==> src/design/rv_pkg.sv <==
package rv_pkg;

    localparam int XLEN = 32;

    localparam logic [XLEN-1:0] RESET_PC = 32'h0000_0000;
    localparam logic [XLEN-1:0] IO_BASE  = 32'h0003_0000; // console byte out
    localparam logic [XLEN-1:0] IO_STOP  = 32'h0003_0004; // any write ends the program

    // major opcode field, bits 6:0 of the instruction
    typedef enum logic [6:0] {
        OPC_LUI    = 7'b0110111,
        OPC_JAL    = 7'b1101111,
        OPC_BRANCH = 7'b1100011,
        OPC_LOAD   = 7'b0000011,
        OPC_STORE  = 7'b0100011,
        OPC_OP_IMM = 7'b0010011,
        OPC_OP     = 7'b0110011
    } opcode_e;

    typedef enum logic [2:0] {
        ALU_ADD,
        ALU_SUB,
        ALU_AND,
        ALU_OR,
        ALU_XOR,
        ALU_PASS_B // lui
    } alu_op_e;

    // what the retire side has to do with a finished instruction
    typedef enum logic [2:0] {
        K_REG,
        K_LOAD,
        K_STORE_W,
        K_STORE_B,
        K_NONE
    } kind_e;

    typedef struct packed {
        logic [XLEN-1:0] pc;
        logic [XLEN-1:0] inst;
    } inst_pkt_t;

    typedef struct packed {
        kind_e           kind;
        logic [4:0]      rd;
        logic [XLEN-1:0] result; // alu value, link address or memory address
        logic [XLEN-1:0] sdata;  // store data
    } retire_pkt_t;

    typedef struct packed {
        logic            wr;
        logic            byte_len; // one byte instead of a full word
        logic [XLEN-1:0] addr;
        logic [XLEN-1:0] wdata;
    } mem_req_t;

endpackage

==> src/design/cpu.sv <==
`timescale 1ns/1ps

module cpu
    import rv_pkg::*;
(
    input  logic            clk_in,
    input  logic            rst_n_i,
    input  logic            rdy_in,        // low pauses the whole core
    input  logic [7:0]      mem_din_i,
    output logic [7:0]      mem_dout_o,
    output logic [XLEN-1:0] mem_a_o,       // byte address, io above 0x30000
    output logic            mem_wr_o,
    output logic [XLEN-1:0] dbgreg_dout_o  // x10
);

    logic            if_req;
    mem_req_t        if_cmd;
    logic            if_ack;
    logic            rt_req;
    mem_req_t        rt_cmd;
    logic            rt_ack;
    logic [XLEN-1:0] mem_rdata;

    logic            inst_req;
    inst_pkt_t       inst_pkt;
    logic            inst_ack;
    logic [XLEN-1:0] next_pc;

    logic [4:0]      rs1_addr;
    logic [4:0]      rs2_addr;
    logic [XLEN-1:0] rs1_data;
    logic [XLEN-1:0] rs2_data;

    logic            ret_req;
    retire_pkt_t     ret_pkt;
    logic            ret_ack;

    logic            wr_en;
    logic [4:0]      wr_addr;
    logic [XLEN-1:0] wr_data;

    mem_ctrl mem_ctrl_(
        .clk_in(clk_in), .rst_n_i(rst_n_i), .rdy_in(rdy_in),
        .if_req_i(if_req), .if_cmd_i(if_cmd), .if_ack_o(if_ack),
        .rt_req_i(rt_req), .rt_cmd_i(rt_cmd), .rt_ack_o(rt_ack),
        .rdata_o(mem_rdata),
        .mem_din_i(mem_din_i), .mem_dout_o(mem_dout_o), .mem_a_o(mem_a_o), .mem_wr_o(mem_wr_o)
    );

    fetch_unit fetch_unit_(
        .clk_in(clk_in), .rst_n_i(rst_n_i), .rdy_in(rdy_in),
        .mem_req_o(if_req), .mem_cmd_o(if_cmd), .mem_ack_i(if_ack), .mem_rdata_i(mem_rdata),
        .inst_req_o(inst_req), .inst_o(inst_pkt), .inst_ack_i(inst_ack), .next_pc_i(next_pc)
    );

    exec_unit exec_unit_(
        .clk_in(clk_in), .rst_n_i(rst_n_i), .rdy_in(rdy_in),
        .inst_req_i(inst_req), .inst_i(inst_pkt), .inst_ack_o(inst_ack), .next_pc_o(next_pc),
        .rs1_addr_o(rs1_addr), .rs2_addr_o(rs2_addr),
        .rs1_data_i(rs1_data), .rs2_data_i(rs2_data),
        .ret_req_o(ret_req), .ret_o(ret_pkt), .ret_ack_i(ret_ack)
    );

    retire_unit retire_unit_(
        .clk_in(clk_in), .rst_n_i(rst_n_i), .rdy_in(rdy_in),
        .ret_req_i(ret_req), .ret_i(ret_pkt), .ret_ack_o(ret_ack),
        .mem_req_o(rt_req), .mem_cmd_o(rt_cmd), .mem_ack_i(rt_ack), .mem_rdata_i(mem_rdata),
        .wr_en_o(wr_en), .wr_addr_o(wr_addr), .wr_data_o(wr_data)
    );

    reg_file reg_file_(
        .clk_in(clk_in), .rst_n_i(rst_n_i),
        .wr_en_i(wr_en), .wr_addr_i(wr_addr), .wr_data_i(wr_data),
        .rs1_addr_i(rs1_addr), .rs1_data_o(rs1_data),
        .rs2_addr_i(rs2_addr), .rs2_data_o(rs2_data),
        .dbg_o(dbgreg_dout_o)
    );

endmodule

==> src/design/exec_unit.sv <==
`timescale 1ns/1ps

module exec_unit
    import rv_pkg::*;
(
    input  logic            clk_in,
    input  logic            rst_n_i,
    input  logic            rdy_in,
    input  logic            inst_req_i,
    input  inst_pkt_t       inst_i,
    output logic            inst_ack_o,
    output logic [XLEN-1:0] next_pc_o,
    output logic [4:0]      rs1_addr_o,
    output logic [4:0]      rs2_addr_o,
    input  logic [XLEN-1:0] rs1_data_i,
    input  logic [XLEN-1:0] rs2_data_i,
    output logic            ret_req_o,
    output retire_pkt_t     ret_o,
    input  logic            ret_ack_i
);

    typedef enum logic [1:0] {EX_IDLE, EX_RET, EX_RDROP, EX_ACK} ex_state_e;

    ex_state_e       state_q;
    logic [XLEN-1:0] ir;
    opcode_e         opcode;
    logic [XLEN-1:0] imm_i;
    logic [XLEN-1:0] imm_s;
    logic [XLEN-1:0] imm_b;
    logic [XLEN-1:0] imm_u;
    logic [XLEN-1:0] imm_j;
    logic [XLEN-1:0] pc_plus4;
    logic            taken;
    alu_op_e         alu_op;
    logic [XLEN-1:0] op_b;
    logic [XLEN-1:0] alu_res;
    kind_e           kind;
    retire_pkt_t     ret_d;
    logic [XLEN-1:0] next_pc_d;
    retire_pkt_t     ret_q;
    logic [XLEN-1:0] next_pc_q;

    assign ir         = inst_i.inst;
    assign opcode     = opcode_e'(ir[6:0]);
    assign rs1_addr_o = ir[19:15];
    assign rs2_addr_o = ir[24:20];

    assign imm_i = {{20{ir[31]}}, ir[31:20]};
    assign imm_s = {{20{ir[31]}}, ir[31:25], ir[11:7]};
    assign imm_b = {{19{ir[31]}}, ir[31], ir[7], ir[30:25], ir[11:8], 1'b0};
    assign imm_u = {ir[31:12], 12'd0};
    assign imm_j = {{11{ir[31]}}, ir[31], ir[19:12], ir[20], ir[30:21], 1'b0};

    assign pc_plus4 = inst_i.pc + 32'd4;
    assign taken    = (rs1_data_i == rs2_data_i) ^ ir[12]; // funct3 bit 0 selects bne

    always_comb begin
        alu_op    = ALU_ADD;
        op_b      = imm_i;
        kind      = K_NONE;
        next_pc_d = pc_plus4;
        case (opcode)
            OPC_OP, OPC_OP_IMM: begin
                if (opcode == OPC_OP) op_b = rs2_data_i;
                case (ir[14:12])
                    3'b100:  alu_op = ALU_XOR;
                    3'b110:  alu_op = ALU_OR;
                    3'b111:  alu_op = ALU_AND;
                    default: alu_op = (opcode == OPC_OP && ir[30]) ? ALU_SUB : ALU_ADD;
                endcase
                kind = K_REG;
            end
            OPC_LUI: begin
                alu_op = ALU_PASS_B;
                op_b   = imm_u;
                kind   = K_REG;
            end
            OPC_LOAD: kind = K_LOAD;
            OPC_STORE: begin
                op_b = imm_s;
                kind = (ir[14:12] == 3'b000) ? K_STORE_B : K_STORE_W;
            end
            OPC_JAL: begin
                kind      = K_REG; // link goes through the normal write
                next_pc_d = inst_i.pc + imm_j;
            end
            OPC_BRANCH: if (taken) next_pc_d = inst_i.pc + imm_b;
            default: ;
        endcase
    end

    always_comb begin
        case (alu_op)
            ALU_SUB:    alu_res = rs1_data_i - op_b;
            ALU_AND:    alu_res = rs1_data_i & op_b;
            ALU_OR:     alu_res = rs1_data_i | op_b;
            ALU_XOR:    alu_res = rs1_data_i ^ op_b;
            ALU_PASS_B: alu_res = op_b;
            default:    alu_res = rs1_data_i + op_b;
        endcase
    end

    assign ret_d = '{kind:   kind,
                     rd:     ir[11:7],
                     result: (opcode == OPC_JAL) ? pc_plus4 : alu_res,
                     sdata:  rs2_data_i};

    always_ff @(posedge clk_in or negedge rst_n_i) begin
        if (!rst_n_i) begin
            state_q <= EX_IDLE;
        end else if (rdy_in) begin
            case (state_q)
                EX_IDLE:  if (inst_req_i) state_q <= EX_RET;
                EX_RET:   if (ret_ack_i) state_q <= EX_RDROP;
                EX_RDROP: if (!ret_ack_i) state_q <= EX_ACK; // retire fully closed
                EX_ACK:   if (!inst_req_i) state_q <= EX_IDLE;
                default:  state_q <= EX_IDLE;
            endcase
        end
    end

    always_ff @(posedge clk_in) begin
        if (rdy_in && state_q == EX_IDLE && inst_req_i) begin
            ret_q     <= ret_d;
            next_pc_q <= next_pc_d;
        end
    end

    assign ret_req_o  = (state_q == EX_RET);
    assign ret_o      = ret_q;
    assign inst_ack_o = (state_q == EX_ACK);
    assign next_pc_o  = next_pc_q;

endmodule

==> src/design/fetch_unit.sv <==
`timescale 1ns/1ps

module fetch_unit
    import rv_pkg::*;
(
    input  logic            clk_in,
    input  logic            rst_n_i,
    input  logic            rdy_in,
    output logic            mem_req_o,
    output mem_req_t        mem_cmd_o,
    input  logic            mem_ack_i,
    input  logic [XLEN-1:0] mem_rdata_i,
    output logic            inst_req_o,
    output inst_pkt_t       inst_o,
    input  logic            inst_ack_i,
    input  logic [XLEN-1:0] next_pc_i
);

    typedef enum logic [1:0] {F_MEM, F_MDROP, F_INST, F_IDROP} fetch_state_e;

    fetch_state_e    state_q;
    logic [XLEN-1:0] pc_q;
    logic [XLEN-1:0] inst_q;

    always_ff @(posedge clk_in or negedge rst_n_i) begin
        if (!rst_n_i) begin
            state_q <= F_IDROP; // leaves on the first active cycle
            pc_q    <= RESET_PC;
        end else if (rdy_in) begin
            case (state_q)
                F_MEM:   if (mem_ack_i) state_q <= F_MDROP;
                F_MDROP: if (!mem_ack_i) state_q <= F_INST;
                F_INST: begin
                    if (inst_ack_i) begin
                        pc_q    <= next_pc_i; // valid while ack is high
                        state_q <= F_IDROP;
                    end
                end
                F_IDROP: if (!inst_ack_i) state_q <= F_MEM;
                default: state_q <= F_IDROP;
            endcase
        end
    end

    always_ff @(posedge clk_in) begin
        if (rdy_in && state_q == F_MEM && mem_ack_i) inst_q <= mem_rdata_i;
    end

    assign mem_req_o  = (state_q == F_MEM);
    assign mem_cmd_o  = '{wr: 1'b0, byte_len: 1'b0, addr: pc_q, wdata: '0};
    assign inst_req_o = (state_q == F_INST);
    assign inst_o     = '{pc: pc_q, inst: inst_q};

    inst_stable: assert property (@(posedge clk_in) disable iff (!rst_n_i)
        inst_req_o |=> !inst_req_o || $stable(inst_o));

endmodule

==> src/design/mem_ctrl.sv <==
`timescale 1ns/1ps

module mem_ctrl
    import rv_pkg::*;
(
    input  logic            clk_in,
    input  logic            rst_n_i,
    input  logic            rdy_in,
    input  logic            if_req_i,
    input  mem_req_t        if_cmd_i,
    output logic            if_ack_o,
    input  logic            rt_req_i,
    input  mem_req_t        rt_cmd_i,
    output logic            rt_ack_o,
    output logic [XLEN-1:0] rdata_o,
    input  logic [7:0]      mem_din_i,
    output logic [7:0]      mem_dout_o,
    output logic [XLEN-1:0] mem_a_o,
    output logic            mem_wr_o
);

    typedef enum logic [1:0] {ST_IDLE, ST_READ, ST_WRITE, ST_ACK} mc_state_e;

    mc_state_e       state_q;
    logic            sel_rt_q;  // retire side owns the current access
    mem_req_t        cmd_q;
    mem_req_t        req_cmd;
    logic [1:0]      cnt_q;     // byte index on the address bus
    logic [1:0]      last_byte;
    logic            bus_vld_q; // mem_din_i carries the byte at bus_idx_q
    logic [1:0]      bus_idx_q;
    logic [XLEN-1:0] data_q;

    assign req_cmd   = rt_req_i ? rt_cmd_i : if_cmd_i; // retire wins
    assign last_byte = cmd_q.byte_len ? 2'd0 : 2'd3;

    always_ff @(posedge clk_in or negedge rst_n_i) begin
        if (!rst_n_i) begin
            state_q  <= ST_IDLE;
            sel_rt_q <= 1'b0;
            cmd_q    <= '0;
            cnt_q    <= 2'd0;
        end else if (rdy_in) begin
            case (state_q)
                ST_IDLE: begin
                    if (rt_req_i || if_req_i) begin
                        sel_rt_q <= rt_req_i;
                        cmd_q    <= req_cmd;
                        cnt_q    <= 2'd0;
                        state_q  <= req_cmd.wr ? ST_WRITE : ST_READ;
                    end
                end
                ST_READ: begin
                    if (cnt_q != 2'd3) cnt_q <= cnt_q + 2'd1;
                    if (bus_vld_q && bus_idx_q == 2'd3) state_q <= ST_ACK; // top byte lands now
                end
                ST_WRITE: begin
                    if (cnt_q == last_byte) state_q <= ST_ACK;
                    else cnt_q <= cnt_q + 2'd1;
                end
                ST_ACK: begin
                    if (!(sel_rt_q ? rt_req_i : if_req_i)) state_q <= ST_IDLE;
                end
                default: state_q <= ST_IDLE;
            endcase
        end
    end

    // read data shows up one cycle after its address, paused or not
    always_ff @(posedge clk_in or negedge rst_n_i) begin
        if (!rst_n_i) begin
            bus_vld_q <= 1'b0;
            bus_idx_q <= 2'd0;
        end else begin
            bus_vld_q <= (state_q == ST_READ);
            bus_idx_q <= cnt_q;
        end
    end

    always_ff @(posedge clk_in) begin
        if (bus_vld_q) begin
            data_q[bus_idx_q*8 +: 8] <= mem_din_i; // little endian lanes
        end else if (rdy_in && state_q == ST_IDLE) begin
            data_q <= req_cmd.wdata;
        end else if (rdy_in && state_q == ST_WRITE) begin
            data_q <= data_q >> 8; // next byte to the low lane
        end
    end

    assign mem_a_o    = cmd_q.addr + {30'd0, cnt_q};
    assign mem_dout_o = data_q[7:0];
    assign mem_wr_o   = (state_q == ST_WRITE) && rdy_in;
    assign rdata_o    = data_q;
    assign if_ack_o   = (state_q == ST_ACK) && !sel_rt_q;
    assign rt_ack_o   = (state_q == ST_ACK) && sel_rt_q;

    // an ack only comes up while its owner still holds req
    ack_needs_req: assert property (@(posedge clk_in) disable iff (!rst_n_i)
        $rose(if_ack_o || rt_ack_o) |-> (sel_rt_q ? rt_req_i : if_req_i));

    // a paused cycle writes nothing and leaves the bus address in place
    pause_freeze: assert property (@(posedge clk_in) disable iff (!rst_n_i)
        !rdy_in |-> !mem_wr_o ##1 $stable(mem_a_o));

endmodule

==> src/design/reg_file.sv <==
`timescale 1ns/1ps

module reg_file
    import rv_pkg::*;
(
    input  logic            clk_in,
    input  logic            rst_n_i,
    input  logic            wr_en_i,
    input  logic [4:0]      wr_addr_i,
    input  logic [XLEN-1:0] wr_data_i,
    input  logic [4:0]      rs1_addr_i,
    output logic [XLEN-1:0] rs1_data_o,
    input  logic [4:0]      rs2_addr_i,
    output logic [XLEN-1:0] rs2_data_o,
    output logic [XLEN-1:0] dbg_o
);

    logic [XLEN-1:0] regs_q [32];

    always_ff @(posedge clk_in or negedge rst_n_i) begin
        if (!rst_n_i) begin
            for (int i = 0; i < 32; i++) begin
                regs_q[i] <= '0;
            end
        end else if (wr_en_i && wr_addr_i != 5'd0) begin
            regs_q[wr_addr_i] <= wr_data_i;
        end
    end

    assign rs1_data_o = (rs1_addr_i == 5'd0) ? '0 : regs_q[rs1_addr_i];
    assign rs2_data_o = (rs2_addr_i == 5'd0) ? '0 : regs_q[rs2_addr_i];
    assign dbg_o      = regs_q[10]; // a0

endmodule

==> src/design/retire_unit.sv <==
`timescale 1ns/1ps

module retire_unit
    import rv_pkg::*;
(
    input  logic            clk_in,
    input  logic            rst_n_i,
    input  logic            rdy_in,
    input  logic            ret_req_i,
    input  retire_pkt_t     ret_i,
    output logic            ret_ack_o,
    output logic            mem_req_o,
    output mem_req_t        mem_cmd_o,
    input  logic            mem_ack_i,
    input  logic [XLEN-1:0] mem_rdata_i,
    output logic            wr_en_o,
    output logic [4:0]      wr_addr_o,
    output logic [XLEN-1:0] wr_data_o
);

    typedef enum logic [1:0] {RT_IDLE, RT_MEM, RT_MDROP, RT_ACK} rt_state_e;

    rt_state_e       state_q;
    logic            wr_en_q;
    logic [4:0]      wr_addr_q;
    logic [XLEN-1:0] wr_data_q;

    always_ff @(posedge clk_in or negedge rst_n_i) begin
        if (!rst_n_i) begin
            state_q <= RT_IDLE;
            wr_en_q <= 1'b0;
        end else if (rdy_in) begin
            wr_en_q <= 1'b0; // one cycle strobe
            case (state_q)
                RT_IDLE: begin
                    if (ret_req_i) begin
                        case (ret_i.kind)
                            K_REG: begin
                                wr_en_q <= 1'b1;
                                state_q <= RT_ACK;
                            end
                            K_LOAD, K_STORE_W, K_STORE_B: state_q <= RT_MEM;
                            default: state_q <= RT_ACK; // plain branch
                        endcase
                    end
                end
                RT_MEM: begin
                    if (mem_ack_i) begin
                        wr_en_q <= (ret_i.kind == K_LOAD);
                        state_q <= RT_MDROP;
                    end
                end
                RT_MDROP: if (!mem_ack_i) state_q <= RT_ACK;
                RT_ACK:   if (!ret_req_i) state_q <= RT_IDLE;
                default:  state_q <= RT_IDLE;
            endcase
        end
    end

    // load word is only valid while mem_ack_i is high
    always_ff @(posedge clk_in) begin
        if (rdy_in) begin
            wr_addr_q <= ret_i.rd;
            wr_data_q <= (state_q == RT_MEM) ? mem_rdata_i : ret_i.result;
        end
    end

    assign mem_req_o = (state_q == RT_MEM);
    assign mem_cmd_o = '{wr:       ret_i.kind != K_LOAD,
                         byte_len: ret_i.kind == K_STORE_B,
                         addr:     ret_i.result,
                         wdata:    ret_i.sdata};
    assign ret_ack_o = (state_q == RT_ACK);
    assign wr_en_o   = wr_en_q;
    assign wr_addr_o = wr_addr_q;
    assign wr_data_o = wr_data_q;

endmodule

==> config.mk <==
export PLATFORM = sky130hd
export DESIGN_NAME = cpu
export DESIGN_NICKNAME = d
export VERILOG_FILES = /design/src/design/rv_pkg.sv /design/src/design/cpu.sv /design/src/design/exec_unit.sv /design/src/design/fetch_unit.sv /design/src/design/mem_ctrl.sv /design/src/design/reg_file.sv /design/src/design/retire_unit.sv
export SDC_FILE = /design/constraint.sdc
export NUM_CORES = 2
export LEC_CHECK = 0
export BUFFER_PORTS_ARGS = -buffer_cell sky130_fd_sc_hd__buf_2
export CAP_MARGIN = 20
export CORE_MARGIN = 3
export CORE_UTILIZATION = 60
export DETAILED_ROUTE_END_ITERATION = 8
export GPL_TIMING_DRIVEN = 0
export PLACE_DENSITY = 0.76
export SYNTH_ARGS = -nofsm -noshare
export SYNTH_HDL_FRONTEND = slang
export SYNTH_SLANG_ARGS = --single-unit
==> constraint.sdc <==
create_clock -name clk_in -period 7.1 [get_ports clk_in]
set_input_delay 0.71 -clock clk_in [delete_from_list [all_inputs] [get_ports clk_in]]
set_output_delay 0.71 -clock clk_in [all_outputs]
set_load 0.05 [all_outputs]
==> metrics.txt <==
Hold Slack=0.3807 ns; filler cell count=8,799; register area=around 34,000 um^2; initial antenna violation count=17; CTS Buf Count=143; setup_tns=-0.8300 ns; total wire length=318,600 um; post-placement worst setup slack=-2.519 ns; Max VDD drop=269.9 uV; total track usage=48.61%; violated checks=negative setup slack; RSZ-0062 raised after global routing=yes; Final Max Slew Viols=0; Synth Area in XOR/XNOR=2.232%; worst stage delay on the critical path=slightly above 0.9 ns; simple-gate portion of the synthesized area=4.993%; Async S/R FF share, synth=84.34%; crit path buf inv count=5; die area=between 100,000 and 150,000 um^2; DRC Markers=0; GRT Residual Overflow=0; final setup fails=10; Worst Path Required=7.64 ns; vias in the first global route=57,510; die width=approximately 360 um; Num Clock Sinks=1,309; Starting Density=60.69%; Pint=15.15 mW; Post-synth EDFFs=just over 200; slowest cell on the critical path=a22oi_2; DRT iter0 DRCs=approximately 8,600; worst path cell trace=buf_4 > buf_2 > buf_2 > nor3_4 > nor2_2 > buf_4 > buf_2 > a22oi_2 > xnor2_1 > nor4_2 > nand4_1 > or4_4 > a31oi_2 > o32ai_1 > a211o_1; largest family of logic cells by synthesized area=multiplexers; core area=124,100 um^2; worst-margin pin slew=1.345 ns; mux contribution to synthesized area=33.21%; final hold viol count=0; Clk Latency, worst-skew pair=0.83 ns; clock power share=33.0%; sequential area share after synthesis=44.85%; Worst EP arrival=between 7 and 8 ns; Final nets=6,291; Worst Hold Class=primary input to flop; post-DR wirelength/cell=40.47 um; CTS clk-pin slew, worst paths=roughly 0.06 ns; Synth Warn #=0; Max clock buf depth=3; CP Launch Type=flop; multi-input logic area=slightly below 40,000 um^2; Critical Path Most Common Cell=buf_2; final core utilization=between 60% and 70%; synthesized area=75,330 um^2; CTS tree=yes; Crit. End Element=flop; top_reg_cell synth=dfrtp_1; Final Skew=about 0.035 ns; combinational share of power=between 20% and 30%; crit-path leading delay family=simple AND/OR/NAND/NOR gates; Syn Nets=5,931; vias per cell=about 7.5; P_sw=8.200 mW; min Tclk post-route=7.289 ns; H-tree depth=4; Area Overhead vs Synth=13.49%; library cells used by synthesis=96; Port Buf Inserts=83; Crit Path Category=flop to flop; Mean Syn Cell Area=13.10 um^2; adder-cell share of the synthesized area=~2.8%; MaxCap Viol Count=0; status=finished, violations left; P per Cell Area=273.1 nW/um^2; hpwl dp=about 230,000 um; gpl congestion=1.053; Leakage=roughly 39 nW; antenna-violating nets left=0; Rows=129; Sw Ratio=35.12%; Yosys reg bits=between 1,000 and 1,500; num ports=84; Slew HR=between 10% and 20%; DR vias=58,679; Post-Syn Instances=between 5,000 and 6,000; register share of total power=40.6%; chip height=360.3 um; layout cells sized above 1=36.48%; fmax=137.2 MHz; final worst slack=-0.1889 ns; CP max FO=10; area fraction in compound gates after synthesis=7.604%; first-pass GRT wire length=438,300 um; Final period util=102.7%; Root Buffer=clkbuf_16; largest net degree at the start of global routing=175; DR pass1 iterations=9
## synth_stat cells (all sizes together), types with 11 or more instances
master  count  area share (%)
dfrtp    1102              37
mux2     1066              16
mux4      469              14
clkbuf    314             1.6
nand2     274             1.4
mux2i     244             3.2
buf       224             2.1
edfxtp    205             8.2
o21ai     196             1.3
a21oi     183             1.2
nor2      173            0.87
ha        165             2.7
a22oi     160             1.6
xnor2     129             1.5
inv       128            0.64
nand3      97            0.64
xor2       63            0.73
and3       58            0.48
a21o       44            0.44
nor3       39            0.27
a221oi     31            0.38
a31oi      31            0.27
a22o       26            0.30
o22ai      24            0.20
nand4      22            0.18
a211oi     19            0.20
nor2b      18            0.15
and2       17            0.14
o211ai     15            0.15
nand2b     14            0.12
o221ai     14            0.17
or3        14            0.12
nor4       12            0.16
o21a       12            0.12
a222oi     11            0.15
## power groups by stage
stage          registers (mW)  logic, mW  clock network [mW]
6_report                 9.48       6.17                7.70
5_1_grt                  9.52       6.51                7.95
4_1_cts                  9.41       5.97                7.66
3_5_place_dp             9.53       5.89                   0
3_3_place_gp             9.51       5.74                   0
2_1_floorplan            9.09       4.11                   0
## placed cells by master, fill, tap and decap left out, types with 17 or more instances in the layout
master     instances
nand2_1          273
buf_8             70
a211oi_1          18
a221oi_1          19
o21ai_1           23
clkbuf_8          22
edfxtp_1         205
a31oi_1           25
dfrtp_1         1102
nand3_1           95
buf_2            116
clkinv_2          18
mux4_2           468
o22ai_1           24
clkbuf_1         319
a21o_1            44
buf_12            17
nor2b_1           18
a21oi_1          173
ha_1             162
buf_4            102
xnor2_1          128
nor3_1            33
inv_1            126
o21ai_0          171
clkbuf_2          17
clkbuf_16        146
xor2_1            63
nand4_1           22
nor2_1           164
buf_16            31
a22o_1            26
buf_6             45
buf_1             64
mux2_2          1064
and3_1            53
a22oi_1          146
mux2i_1          243
## through the flow
stage / total power, mW / area [um^2] / instances
2_1_floorplan: 13.20 / 75330 / 5751
6_report: 23.35 / 85490 / 7871
3_3_place_gp: 15.25 / 77800 / 7471
5_1_grt: 23.98 / 85460 / 7858
3_5_place_dp: 15.42 / 79360 / 7560
4_1_cts: 23.03 / 84820 / 7833
## registers in the layout (all words and copies together) (netlist names)
register / flops
mem_ctrl_.cmd_q: 33
retire_unit_.wr_data_o: 32
mem_ctrl_.cnt_q: 2
fetch_unit_.inst_q: 32
mem_ctrl_.sel_rt_q: 1
retire_unit_.state_q: 2
exec_unit_.ret_o: 72
fetch_unit_.pc_q: 32
retire_unit_.wr_addr_o: 5
mem_ctrl_.bus_idx_q: 2
reg_file_.regs_q: 992
exec_unit_.next_pc_o: 32
retire_unit_.wr_en_o: 1
reg_file_.dbg_o: 32
mem_ctrl_.rdata_o: 32
exec_unit_.state_q: 2
mem_ctrl_.bus_vld_q: 1
fetch_unit_.state_q: 2
mem_ctrl_.state_q: 2
## kinds of logic after synthesis
kind of cell	Yosys count
buffers and inverters	667
flip-flops	1309
XOR/XNOR	192
AO/OA/AOI/OAI	851
adder cells (fa/ha/maj)	169
multiplexers	1779
AND/OR/NAND/NOR	784
## layer usage
metal / up-vias / part of all wire (%) / global-route usage, %
met5: - / 0.17 / 3.014
met2: 4840 / 42 / 69.24
li1: 22500 / - / -
met3: 1599 / 15 / 21.75
met4: 14 / 11 / 42.39
met1: 29726 / 32 / 55.40
## timing repair
item,4_1_cts,5_1_grt
endpoints found under the hold margin,105,0
pin swaps,13,13
hold buffers,1,0
resized for setup,148,87
endpoints found under the setup margin,40,21
buffers inserted,21,13
## final cells by class
cell class                      count  area share (%)
Timing Repair Buffer              221           2.804
Antenna cell                       15         0.04390
Clock inverter                     49          0.7727
Sequential cell                  1309           39.52
Tap cell                         1637           2.396
Clock buffer                      204           4.762
Buffer                            532           3.713
Multi-Input combinational cell   3775           45.42
Inverter                          129          0.5708
## path summary, 6_finish.rpt
check / from / end / slack [ns] / cells after the start
hold reg to reg: exec_unit_.ret_o[64]$_DFFE_PP_ / retire_unit_.wr_addr_o[0]$_DFFE_PP_ / 0.43 / 0
min in group asynchronous: rst_n_i / fetch_unit_.pc_q[24]$_DFFE_PN0P_ / 0.47 / 2
setup / recovery: fetch_unit_.inst_q[16]$_DFFE_PP_ / exec_unit_.next_pc_o[30]$_DFFE_PP_ / -0.19 / 15
setup reg to reg: fetch_unit_.inst_q[16]$_DFFE_PP_ / exec_unit_.next_pc_o[30]$_DFFE_PP_ / -0.19 / 15
max in group asynchronous: rst_n_i / reg_file_.regs_q[773]$_DFFE_PN0P_ / 4.50 / 4
hold / removal: mem_din_i[6] / mem_ctrl_.rdata_o[30]$_DFFE_PP_ / 0.38 / 2
Power figures use the tool's default switching activity.
